==> src/hw/accum_defs.svh <==
// Datapath width and channel count, included by the package and the RTL files
`ifndef ACCUM_DEFS_SVH
`define ACCUM_DEFS_SVH

// Fixed at 32 by the pairing in the Ling adder
`define ACCUM_WIDTH 32

// One adder shared by this many clients
`define ACCUM_CHANNELS 2

`endif

==> src/hw/accum_pkg.sv <==
// Shared word, operand and channel index types used across the accumulator RTL
`include "accum_defs.svh"

package accum_pkg;

  typedef logic [`ACCUM_WIDTH-1:0] word_t;

  typedef struct packed {
    word_t a;
    word_t b;
    logic  cin;  // 1 for subtract
  } operand_t;

  typedef logic chan_idx_t;

endpackage

==> src/hw/adder_port_if.sv <==
// Link between one accumulator channel and the adder arbiter, one per client
interface adder_port_if;

  logic                req;  // Held with op until gnt
  logic                gnt;  // Never without req
  accum_pkg::operand_t op;
  accum_pkg::word_t    sum;  // Valid in the granted cycle

  modport client (
    output req,
    output op,
    input  gnt,
    input  sum
  );

  modport arbiter (
    input  req,
    input  op,
    output gnt,
    output sum
  );

endinterface

==> src/hw/ling_adder32.sv <==
// Combinational 32-bit Ling parallel-prefix adder with carry-in, shared by both channels
`include "accum_defs.svh"

module ling_adder32 (
  input  accum_pkg::word_t a,
  input  accum_pkg::word_t b,
  input  logic             cin,
  output accum_pkg::word_t s
);

  localparam int PAIRS  = `ACCUM_WIDTH / 2;
  localparam int LEVELS = $clog2(PAIRS);

  accum_pkg::word_t g;  // Bit generate
  accum_pkg::word_t p;  // Half sum
  accum_pkg::word_t t;  // Bit transmit

  wire [PAIRS-1:0] h;     // Pair pseudo generate
  wire [PAIRS-1:0] t_in;  // Transmit of the bit just below a pair
  wire [PAIRS-1:0] tp;    // Pair transmit, shifted one bit down
  wire [PAIRS-1:0] hc;    // Ling pseudo carry into each pair

  // Prefix tree nodes, one row per level
  wire [PAIRS-1:0] gg [0:LEVELS];
  wire [PAIRS-1:0] pp [0:LEVELS-1];

  wire [`ACCUM_WIDTH-1:0] s0;     // Pair sums for pseudo carry 0
  wire [`ACCUM_WIDTH-1:0] s1;     // Pair sums for pseudo carry 1
  wire [`ACCUM_WIDTH-1:0] c_sel;  // Pseudo carry spread over both bits

  assign g = a & b;
  assign p = a ^ b;
  assign t = a | b;

  genvar j;
  genvar l;

  generate
    for (j = 0; j < PAIRS; j++) begin : g_pair
      if (j == 0) begin : g_low
        assign t_in[j]  = 1'b1;  // Real carry equals cin here
        assign gg[0][j] = h[j] | (tp[j] & cin);  // Fold cin into first node
      end else begin : g_upper
        assign t_in[j]  = t[2*j-1];
        assign gg[0][j] = h[j];
      end

      // Ling form drops the upper transmit from the pair generate
      assign h[j]  = g[2*j+1] | g[2*j];
      assign tp[j] = t[2*j] & t_in[j];
      assign pp[0][j] = tp[j];

      // A set pseudo carry means the real carry is t_in
      assign s0[2*j]   = p[2*j];
      assign s1[2*j]   = p[2*j] ^ t_in[j];
      assign s0[2*j+1] = p[2*j+1] ^ g[2*j];
      assign s1[2*j+1] = p[2*j+1] ^ (g[2*j] | (p[2*j] & t_in[j]));

      assign c_sel[2*j]   = hc[j];
      assign c_sel[2*j+1] = hc[j];
    end

    // Kogge-Stone over the pair terms
    for (l = 0; l < LEVELS; l++) begin : g_level
      for (j = 0; j < PAIRS; j++) begin : g_node
        if (j >= (1 << l)) begin : g_merge
          assign gg[l+1][j] = gg[l][j] | (pp[l][j] & gg[l][j-(1<<l)]);
          if (l < LEVELS - 1) begin : g_tp
            assign pp[l+1][j] = pp[l][j] & pp[l][j-(1<<l)];
          end
        end else begin : g_pass
          assign gg[l+1][j] = gg[l][j];
          if (l < LEVELS - 1) begin : g_tp
            assign pp[l+1][j] = pp[l][j];
          end
        end
      end
    end

    for (j = 0; j < PAIRS; j++) begin : g_carry
      if (j == 0) begin : g_cin
        assign hc[j] = cin;
      end else begin : g_tree
        assign hc[j] = gg[LEVELS][j-1];  // Top node covers pairs below j
      end
    end
  endgenerate

  assign s = (s1 & c_sel) | (s0 & ~c_sel);

endmodule

==> src/hw/adder_arbiter.sv <==
// Round-robin arbiter that shares the single adder between the two client ports
`include "accum_defs.svh"

module adder_arbiter (
  input  logic             clk,
  input  logic             rst,
  adder_port_if.arbiter    cl0,
  adder_port_if.arbiter    cl1,
  output accum_pkg::word_t add_a,
  output accum_pkg::word_t add_b,
  output logic             add_cin,
  input  accum_pkg::word_t add_s
);

  logic [`ACCUM_CHANNELS-1:0] req;
  logic [`ACCUM_CHANNELS-1:0] gnt;
  accum_pkg::chan_idx_t       last_q;  // Channel granted most recently
  accum_pkg::chan_idx_t       sel;
  accum_pkg::operand_t        op_sel;

  assign req = {cl1.req, cl0.req};

  always_comb begin
    if (req[0] && req[1]) begin
      sel = ~last_q;  // Contention goes to the other channel
    end else begin
      sel = req[1];
    end
  end

  assign gnt = req & (`ACCUM_CHANNELS'(1) << sel);

  assign cl0.gnt = gnt[0];
  assign cl1.gnt = gnt[1];

  assign op_sel  = sel ? cl1.op : cl0.op;
  assign add_a   = op_sel.a;
  assign add_b   = op_sel.b;
  assign add_cin = op_sel.cin;

  // Only the granted client takes the sum
  assign cl0.sum = add_s;
  assign cl1.sum = add_s;

  always_ff @(posedge clk) begin
    if (rst) begin
      last_q <= 1'b1;  // First contention goes to channel 0
    end else if (|gnt) begin
      last_q <= sel;
    end
  end

endmodule

==> src/hw/channel_accumulator.sv <==
// One accumulator channel with a single pending slot, requesting the shared adder
module channel_accumulator (
  input  logic             clk,
  input  logic             rst,
  input  logic             valid,
  input  logic             sub,
  input  logic             clear,
  input  accum_pkg::word_t data,
  output accum_pkg::word_t acc,
  output logic             busy,
  adder_port_if.client     port
);

  logic             pend_q;  // Slot holds an operand
  logic             sub_q;
  accum_pkg::word_t data_q;
  accum_pkg::word_t b_term;

  always_ff @(posedge clk) begin
    if (rst || clear) begin  // Clear beats valid
      pend_q <= 1'b0;
      acc    <= '0;
    end else if (pend_q) begin
      if (port.gnt) begin
        pend_q <= 1'b0;
        acc    <= port.sum;
      end
    end else begin
      pend_q <= valid;  // Strobe while busy is dropped
    end
  end

  always_ff @(posedge clk) begin
    if (!pend_q && valid) begin
      data_q <= data;
      sub_q  <= sub;
    end
  end

  // Subtract as inverted operand plus one
  assign b_term = sub_q ? ~data_q : data_q;

  assign port.req = pend_q;
  assign port.op  = '{a: acc, b: b_term, cin: sub_q};

  assign busy = pend_q;

endmodule

==> src/hw/dual_accum_top.sv <==
// Top level of the two-channel accumulator, plain ports for each channel
`include "accum_defs.svh"

module dual_accum_top (
  input  logic             clk,
  input  logic             rst,
  input  logic             ch0_valid,
  input  logic             ch0_sub,
  input  logic             ch0_clear,
  input  accum_pkg::word_t ch0_data,
  output accum_pkg::word_t ch0_acc,
  output logic             ch0_busy,
  input  logic             ch1_valid,
  input  logic             ch1_sub,
  input  logic             ch1_clear,
  input  accum_pkg::word_t ch1_data,
  output accum_pkg::word_t ch1_acc,
  output logic             ch1_busy
);

  adder_port_if port_if [`ACCUM_CHANNELS] ();

  accum_pkg::word_t add_a;
  accum_pkg::word_t add_b;
  accum_pkg::word_t add_s;
  logic             add_cin;

  channel_accumulator ch0_acc_u (
    .clk   (clk),
    .rst   (rst),
    .valid (ch0_valid),
    .sub   (ch0_sub),
    .clear (ch0_clear),
    .data  (ch0_data),
    .acc   (ch0_acc),
    .busy  (ch0_busy),
    .port  (port_if[0])
  );

  channel_accumulator ch1_acc_u (
    .clk   (clk),
    .rst   (rst),
    .valid (ch1_valid),
    .sub   (ch1_sub),
    .clear (ch1_clear),
    .data  (ch1_data),
    .acc   (ch1_acc),
    .busy  (ch1_busy),
    .port  (port_if[1])
  );

  adder_arbiter arb_u (
    .clk     (clk),
    .rst     (rst),
    .cl0     (port_if[0]),
    .cl1     (port_if[1]),
    .add_a   (add_a),
    .add_b   (add_b),
    .add_cin (add_cin),
    .add_s   (add_s)
  );

  ling_adder32 adder_u (
    .a   (add_a),
    .b   (add_b),
    .cin (add_cin),
    .s   (add_s)
  );

endmodule

==> config.mk <==
export PLATFORM = sky130hd
export DESIGN_NAME = dual_accum_top
export DESIGN_NICKNAME = d
export VERILOG_FILES = /design/src/hw/accum_pkg.sv /design/src/hw/adder_port_if.sv /design/src/hw/ling_adder32.sv /design/src/hw/adder_arbiter.sv /design/src/hw/channel_accumulator.sv /design/src/hw/dual_accum_top.sv
export VERILOG_INCLUDE_DIRS = /design/src /design/src/hw
export SDC_FILE = /design/constraint.sdc
export NUM_CORES = 1
export LEC_CHECK = 0
export BUFFER_PORTS_ARGS = -buffer_cell sky130_fd_sc_hd__buf_2
export CAP_MARGIN = 10
export CORE_AREA = 5 5 157 114
export DETAILED_ROUTE_END_ITERATION = 10
export DIE_AREA = 0 0 162 119
export GPL_TIMING_DRIVEN = 1
export PLACE_DENSITY = 0.69
export SYNTH_ARGS = -nofsm -noshare
export SYNTH_HDL_FRONTEND = slang
export SYNTH_SLANG_ARGS = --single-unit
==> constraint.sdc <==
create_clock -name clk -period 9.8 [get_ports clk]
set_input_delay 0.98 -clock clk [delete_from_list [all_inputs] [get_ports clk]]
set_output_delay 0.98 -clock clk [all_outputs]
set_load 0.1 [all_outputs]
==> results of run 1 <==
worst max-delay path: cells and delay by family, from the launching register on:
kind,cells,cell delay [ps]
AO/OA/AOI/OAI,6,1560
buffers and inverters,2,620
XOR/XNOR,1,180
AND/OR/NAND/NOR,3,770
adder cells (fa/ha/maj),1,260
multiplexers,1,310
flip-flops,1,430
per-layer routing:
layer	global-route usage	share of wire	up-vias
li1	-	-	3061
met5	0	0.0013	-
met1	0.3243	0.51	2827
met3	0.06768	0.089	25
met4	0.04490	0.0097	4
met2	0.2887	0.39	226
power by group:
| part | switching (mW) | internal (mW) |
|---|---|---|
| clock network | 0.257 | 0.352 |
| logic | 0.224 | 0.106 |
| registers | 0.0134 | 0.611 |
cell usage after synthesis (2+ instances only):
library cell / number / area share
a211o_1: 2 / 0.0022
a211oi_1: 41 / 0.039
a21boi_0: 2 / 0.0019
a21oi_1: 26 / 0.016
buf_1: 7 / 0.0033
clkbuf_1: 31 / 0.015
dfxtp_1: 67 / 0.17
edfxtp_1: 66 / 0.25
fa_1: 15 / 0.038
ha_1: 62 / 0.098
inv_1: 78 / 0.037
mux2i_1: 36 / 0.045
nand2_1: 102 / 0.048
nand2b_1: 2 / 0.0016
nand3_1: 3 / 0.0019
nand3b_1: 2 / 0.0019
nor2_1: 90 / 0.043
nor2b_1: 4 / 0.0031
nor3_1: 6 / 0.0038
nor4_1: 3 / 0.0024
o21a_1: 2 / 0.0019
o21ai_0: 61 / 0.038
o31ai_1: 9 / 0.0085
or2_2: 7 / 0.0055
or3_1: 2 / 0.0016
xnor2_1: 47 / 0.052
xor2_1: 34 / 0.037
state kept, by name (all words and copies together), names as in the netlist:
register / count
ch0_acc_u.busy: 1
ch0_acc_u.data_q: 32
ch1_acc_u.busy: 1
ch1_acc_u.sub_q: 1
ch1_acc_u.acc: 32
arb_u.last_q: 1
ch0_acc_u.sub_q: 1
ch1_acc_u.data_q: 32
ch0_acc_u.acc: 32
layout make-up:
| type | instances | share of cell area |
|---|---|---|
| flip-flops and latches | 133 | 0.3545 |
| well taps | 205 | 0.02736 |
| repair buffers | 143 | 0.07927 |
| multi-input cells | 585 | 0.4482 |
| inverters | 78 | 0.03123 |
| clock buffers | 19 | 0.04618 |
| clock inverters | 13 | 0.01335 |
logic make-up after synthesis:
logic type,after synthesis,share of synthesized area
muxes,38,0.04849
AOI/OAI and AO/OA,159,0.1308
adders and majority gates,77,0.1354
and+or+nand+nor,230,0.1225
buffers and inverters,117,0.05542
xor gates and xnor gates,81,0.08926
DFF,133,0.4181
stage by stage:
step / total power [mW] / cell area, sq um / hold slack [ps] / setup WS (ps) / std cells
2_1_floorplan: 0.8756 / 7948 / 478.8 / 5326 / 835
3_3_place_gp: 0.9589 / 8817 / 458.4 / 5674 / 1144
3_5_place_dp: 0.9627 / 8817 / 462.9 / 5581 / 1144
4_1_cts: 1.570 / 9375 / 474.1 / 5530 / 1176
5_1_grt: 1.638 / 9375 / 487.6 / 5160 / 1176
6_report: 1.563 / 9375 / 481.5 / 5417 / 1176
final timing paths:
kind / startpoint / endpoint / slack [ps]
worst max register to register: ch1_acc_u.busy$_SDFF_PP0_ / ch0_acc_u.acc[15]$_SDFFE_PP0P_ / 5420
worst min register to register: ch0_acc_u.acc[31]$_SDFFE_PP0P_ / ch0_acc_u.acc[31]$_SDFFE_PP0P_ / 480
worst min-delay path: ch0_acc_u.acc[31]$_SDFFE_PP0P_ / ch0_acc_u.acc[31]$_SDFFE_PP0P_ / 480
worst max-delay path: ch1_acc_u.busy$_SDFF_PP0_ / ch0_acc_u.acc[15]$_SDFFE_PP0P_ / 5420
==> results.md, run 1 <==
* Worst Path Max Fanout at around 150
* Die area at slightly below 20000 sq um
* Initial Util at 0.4936
* DR pass1 iterations at 7
* Mapped Cells at 835
* GRT Overall Usage at 0.2111
* Syn avg cell area at ~9.5 sq um
* Routed Antenna Nets at 0
* Core Box Area at around 16000 sq um
* Top_reg_cell synth: dfxtp_1
* Syn-to-layout area delta at 17.96%
* Vias in the first global route at 5865
* Number of flops mapped to enable cells by yosys at 66
* Final hold vios at 0
* # fillers at ~1400
* Clock Sinks at roughly 130
* Final wirelength at 20.00 mm
* First-pass GRT wire length at approximately 32 mm
* Register area share after synthesis at 0.4181
* Synthesis Warnings at 0
* CTS max path bufs at 2
* # diodes at 0
* CP dominant cell by count: o21ai_0
* Most frequent cells in the layout: 137 x buf_2, 102 x nand2_1, 90 x nor2_1, 78 x inv_1, 67 x dfxtp_1
* Critical Setup Path Class: flop to flop
* CTS Hold Bufs at 0
* Via count at 6143
* Average vias per placed instance at roughly 5.2
* Commonest non-fill, non-tap cell in the layout: buf_2
* Worst hold-check path type: flop to flop
* Status: finished, final reports clean
* Number of synthesized register bits at approximately 130
* Die width at ~160 um
* R2r worst-path depth at 14
* Minimum clock period at between 4000 and 5000 ps
* Register area at about 3300 sq um
* Drc violations at 0
* Worst-margin pin slew at 1237 ps
* H-tree Lvls at 4
* Cts repair resizes at 0
* Crit start category: flop
* Multi-input gate area at roughly 4200 sq um
* Async SR Flop Fraction at 0
* Placer Congestion at 0.8772
* Initial antenna violation count at 2
* CTS tree: built
* RSZ-0062 raised after global routing: false
* Max incr delay on CP at roughly 550 ps
* DP HPWL at between 10 and 15 mm
* Port Buffers at approximately 140
* Post-CTS Setup Inserts at 0
* Arrival time at the worst endpoint at about 4700 ps
* Nets at 1107
* Worst vdd ir at about 110 uV
* Layout cells sized above 1 at 0.2039
* Setup violations, final at 0
* Highest clock rate at 228.2 MHz
* Fin util at 0.5822
* Worst-path clk slew at 60 ps
* Power density cells at roughly 170 nW/um^2
* Final setup TNS at 0 ps
* Clock latency on the worst-skew pair at roughly 430 ps
* Iter 0 DRT Violations at about 530
* Mapped cell area at slightly below 8000 sq um
* Die Y at 119 um
* CTS Buf Count at 17
* Crit path capture type: flop
* Final worst path period share at 0.4472
* Yosys cell types at 55
* Top Ports at between 100 and 150
* Maximum Capacitance Violations at 0
* Worst endpoint required time at 10060 ps
* Syn Nets at slightly below 1000
* Root buffer cell: clkbuf_16
* Final clock skew at between 7 and 8 ps
* Hold Path Stages at 2
* Post-DR wirelength/cell at around 17 um
* # rows at 39
* Congestion Overflow GR at 0
* Leak pwr at just over 4 nW
* Max Slew Vio Count at 0
* Slowest CP cell: or4_4
* Largest net degree at the start of global routing at ~150
* Slew headroom at 0.1720
* Cells along the critical path: a21boi_4, buf_12, nand2_1, o21ai_0, inv_1, ha_1, or4_4, a2111o_1, a21oi_2, nor2_1, o21ai_0, mux2i_1, xnor2_1, a21oi_1
No activity file was read; power rests on OpenSTA's default activity.
==> run 2, diff against run 1 <==
--- a/config.mk
+++ b/config.mk
@@ -12,7 +12,7 @@
 export DETAILED_ROUTE_END_ITERATION = 10
 export DIE_AREA = 0 0 162 119
 export GPL_TIMING_DRIVEN = 1
-export PLACE_DENSITY = 0.69
+export PLACE_DENSITY = 0.71
 export SYNTH_ARGS = -nofsm -noshare
 export SYNTH_HDL_FRONTEND = slang
 export SYNTH_SLANG_ARGS = --single-unit
==> constraint.sdc (replaced) <==
create_clock -name clk -period 3.85 [get_ports clk]
set_input_delay 0.385 -clock clk [delete_from_list [all_inputs] [get_ports clk]]
set_output_delay 0.385 -clock clk [all_outputs]
set_load 0.1 [all_outputs]
==> results.md, run 2 (synthesis results as in run 1) <==
* First-pass GRT wire length at 32.29 mm
* Placer Congestion at 0.9293
* Highest clock rate at between 200 and 300 MHz
* Commonest non-fill, non-tap cell in the layout: buf_2
* Final clock skew at between 8 and 9 ps
* Largest net degree at the start of global routing at 58
* Fin util at 0.6228
* H-tree Lvls at 4
* Multi-input gate area at 4233 sq um
* Crit start category: flop
* Core Box Area at 16100 sq um
* CTS Hold Bufs at 0
* Worst Path Max Fanout at 18
* Die Y at around 120 um
* Slew headroom at 0.1920
* CTS tree: built
* Worst-path clk slew at 60 ps
* Clock Sinks at roughly 130
* Average vias per placed instance at between 5 and 6
* # rows at 39
* Power density cells at roughly 420 nW/um^2
* Max Slew Vio Count at 0
* CTS Buf Count at 17
* Initial Util at 0.4936
* Setup violations, final at 0
* Drc violations at 0
* Nets at ~1200
* Root buffer cell: clkbuf_16
* Final Non-Filler Cells at approximately 1200
* Syn-to-layout area delta at 26.18%
* Post-DR wirelength/cell at between 15 and 20 um
* # fillers at ~1300
* Final hold vios at 0
* Register area at roughly 3300 sq um
* Setup slack, reg-to-reg at about 220 ps
* Minimum clock period at 3630 ps
* Initial antenna violation count at 2
* DP HPWL at about 16 mm
* Place WS at -100.3 ps
* Iter 0 DRT Violations at around 470
* Final setup TNS at 0 ps
* RSZ-0062 raised after global routing: false
* DR pass1 iterations at 5
* Worst hold-check path type: input pin to flop
* Via count at between 6000 and 7000
* Hold WS at approximately 130 ps
* Die width at ~160 um
* Top Ports at 138
* Arrival time at the worst endpoint at just under 4000 ps
* Leak pwr at 4.444 nW
* Layout cells sized above 1 at 0.2678
* Crit path capture type: flop
* Finished layout cell area at 10030 sq um
* # diodes at 0
* Congestion Overflow GR at 0
* Routed Antenna Nets at 0
* Total chip power at about 4.2 mW
* Final worst path period share at 0.9429
* CTS max path bufs at 2
* GRT Overall Usage at 0.2135
* Critical Setup Path Class: flop to flop
* Final worst setup slack at around 220 ps
* Worst vdd ir at about 560 uV
* Maximum Capacitance Violations at 0
* Placed Instances at around 1200
* Worst endpoint required time at around 4100 ps
* Vias in the first global route at between 6000 and 7000
* Status: finished, final reports clean
* Die area at between 15000 and 20000 sq um
* Final wirelength at roughly 20 mm
* Most frequent cells in the layout: 137 x buf_2, 102 x nand2_1, 90 x nor2_1, 78 x inv_1, 73 x buf_4
* Port Buffers at between 100 and 150
* Worst-margin pin slew at 1207 ps
* DP Area at around 9400 sq um
* Clock latency on the worst-skew pair at ~430 ps
[run 2: cell count changes in the layout (fill, tap and decap cells not counted), moves of 2 or more]
| cell | change |
|---|---|
| o21ai_0 | -7 |
| buf_12 | +2 |
| buf_6 | +2 |
| clkbuf_1 | -2 |
| buf_4 | +68 |
| bufinv_16 | +2 |
| o31ai_2 | +2 |
| dfxtp_1 | -2 |
| o31ai_1 | -2 |
| o21ai_2 | +2 |
| o21ai_1 | +5 |
[run 2: layout make-up]
cell class,count,share of cell area
clock buffers,17,0.04242
clock inverters,14,0.01759
inverters,78,0.02920
multi-input cells,585,0.4221
flip-flops and latches,133,0.3319
well taps,205,0.02558
repair buffers,215,0.1313
[run 2: per-layer routing]
layer  GRT usage  vias up  wire (um)
met1      0.3319     2934      10450
met4     0.05230        4        257
met5           0        -         19
li1            -     3220          -
met3     0.05974       20       1586
met2      0.2910      219       8149
[run 2: worst max-delay path, cell delays in order, from the launching register on]
cell      delay [ps]
edfxtp_1         380
buf_4            240
xnor2_1          150
o21ai_1          290
inv_1             90
ha_1             290
or4_4            510
a2111o_1         370
nor3_2           140
a32oi_2          110
buf_4            180
a31oi_4          210
mux2i_1          230
xor2_1           210
o31ai_1           80
[run 2: path summary, 6_finish.rpt]
kind | startpoint | endpoint | cells after the start
worst min-delay path | ch1_data[6] | ch1_acc_u.data_q[6]$_DFFE_PP_ | 1
worst max-delay path | ch0_acc_u.sub_q$_DFFE_PP_ | ch0_acc_u.acc[25]$_SDFFE_PP0P_ | 14
worst min register to register | ch0_acc_u.acc[31]$_SDFFE_PP0P_ | ch0_acc_u.acc[31]$_SDFFE_PP0P_ | 2
worst max register to register | ch0_acc_u.sub_q$_DFFE_PP_ | ch0_acc_u.acc[25]$_SDFFE_PP0P_ | 14
[run 2: repair_timing]
item	4_1_cts	5_1_grt
gates cloned	0	0
buffers inserted	1	1
endpoints found under the setup margin	2	29
resized for setup	1	16
hold endpoints to repair	0	0
[run 2: power by group]
| part | total, mW | internal (mW) | switching, mW | leakage (nW) |
|---|---|---|---|---|
| clock network | 1.68 | 1.02 | 0.654 | 0.287 |
| logic | 0.928 | 0.337 | 0.591 | 2.97 |
| registers | 1.59 | 1.56 | 0.0359 | 1.18 |
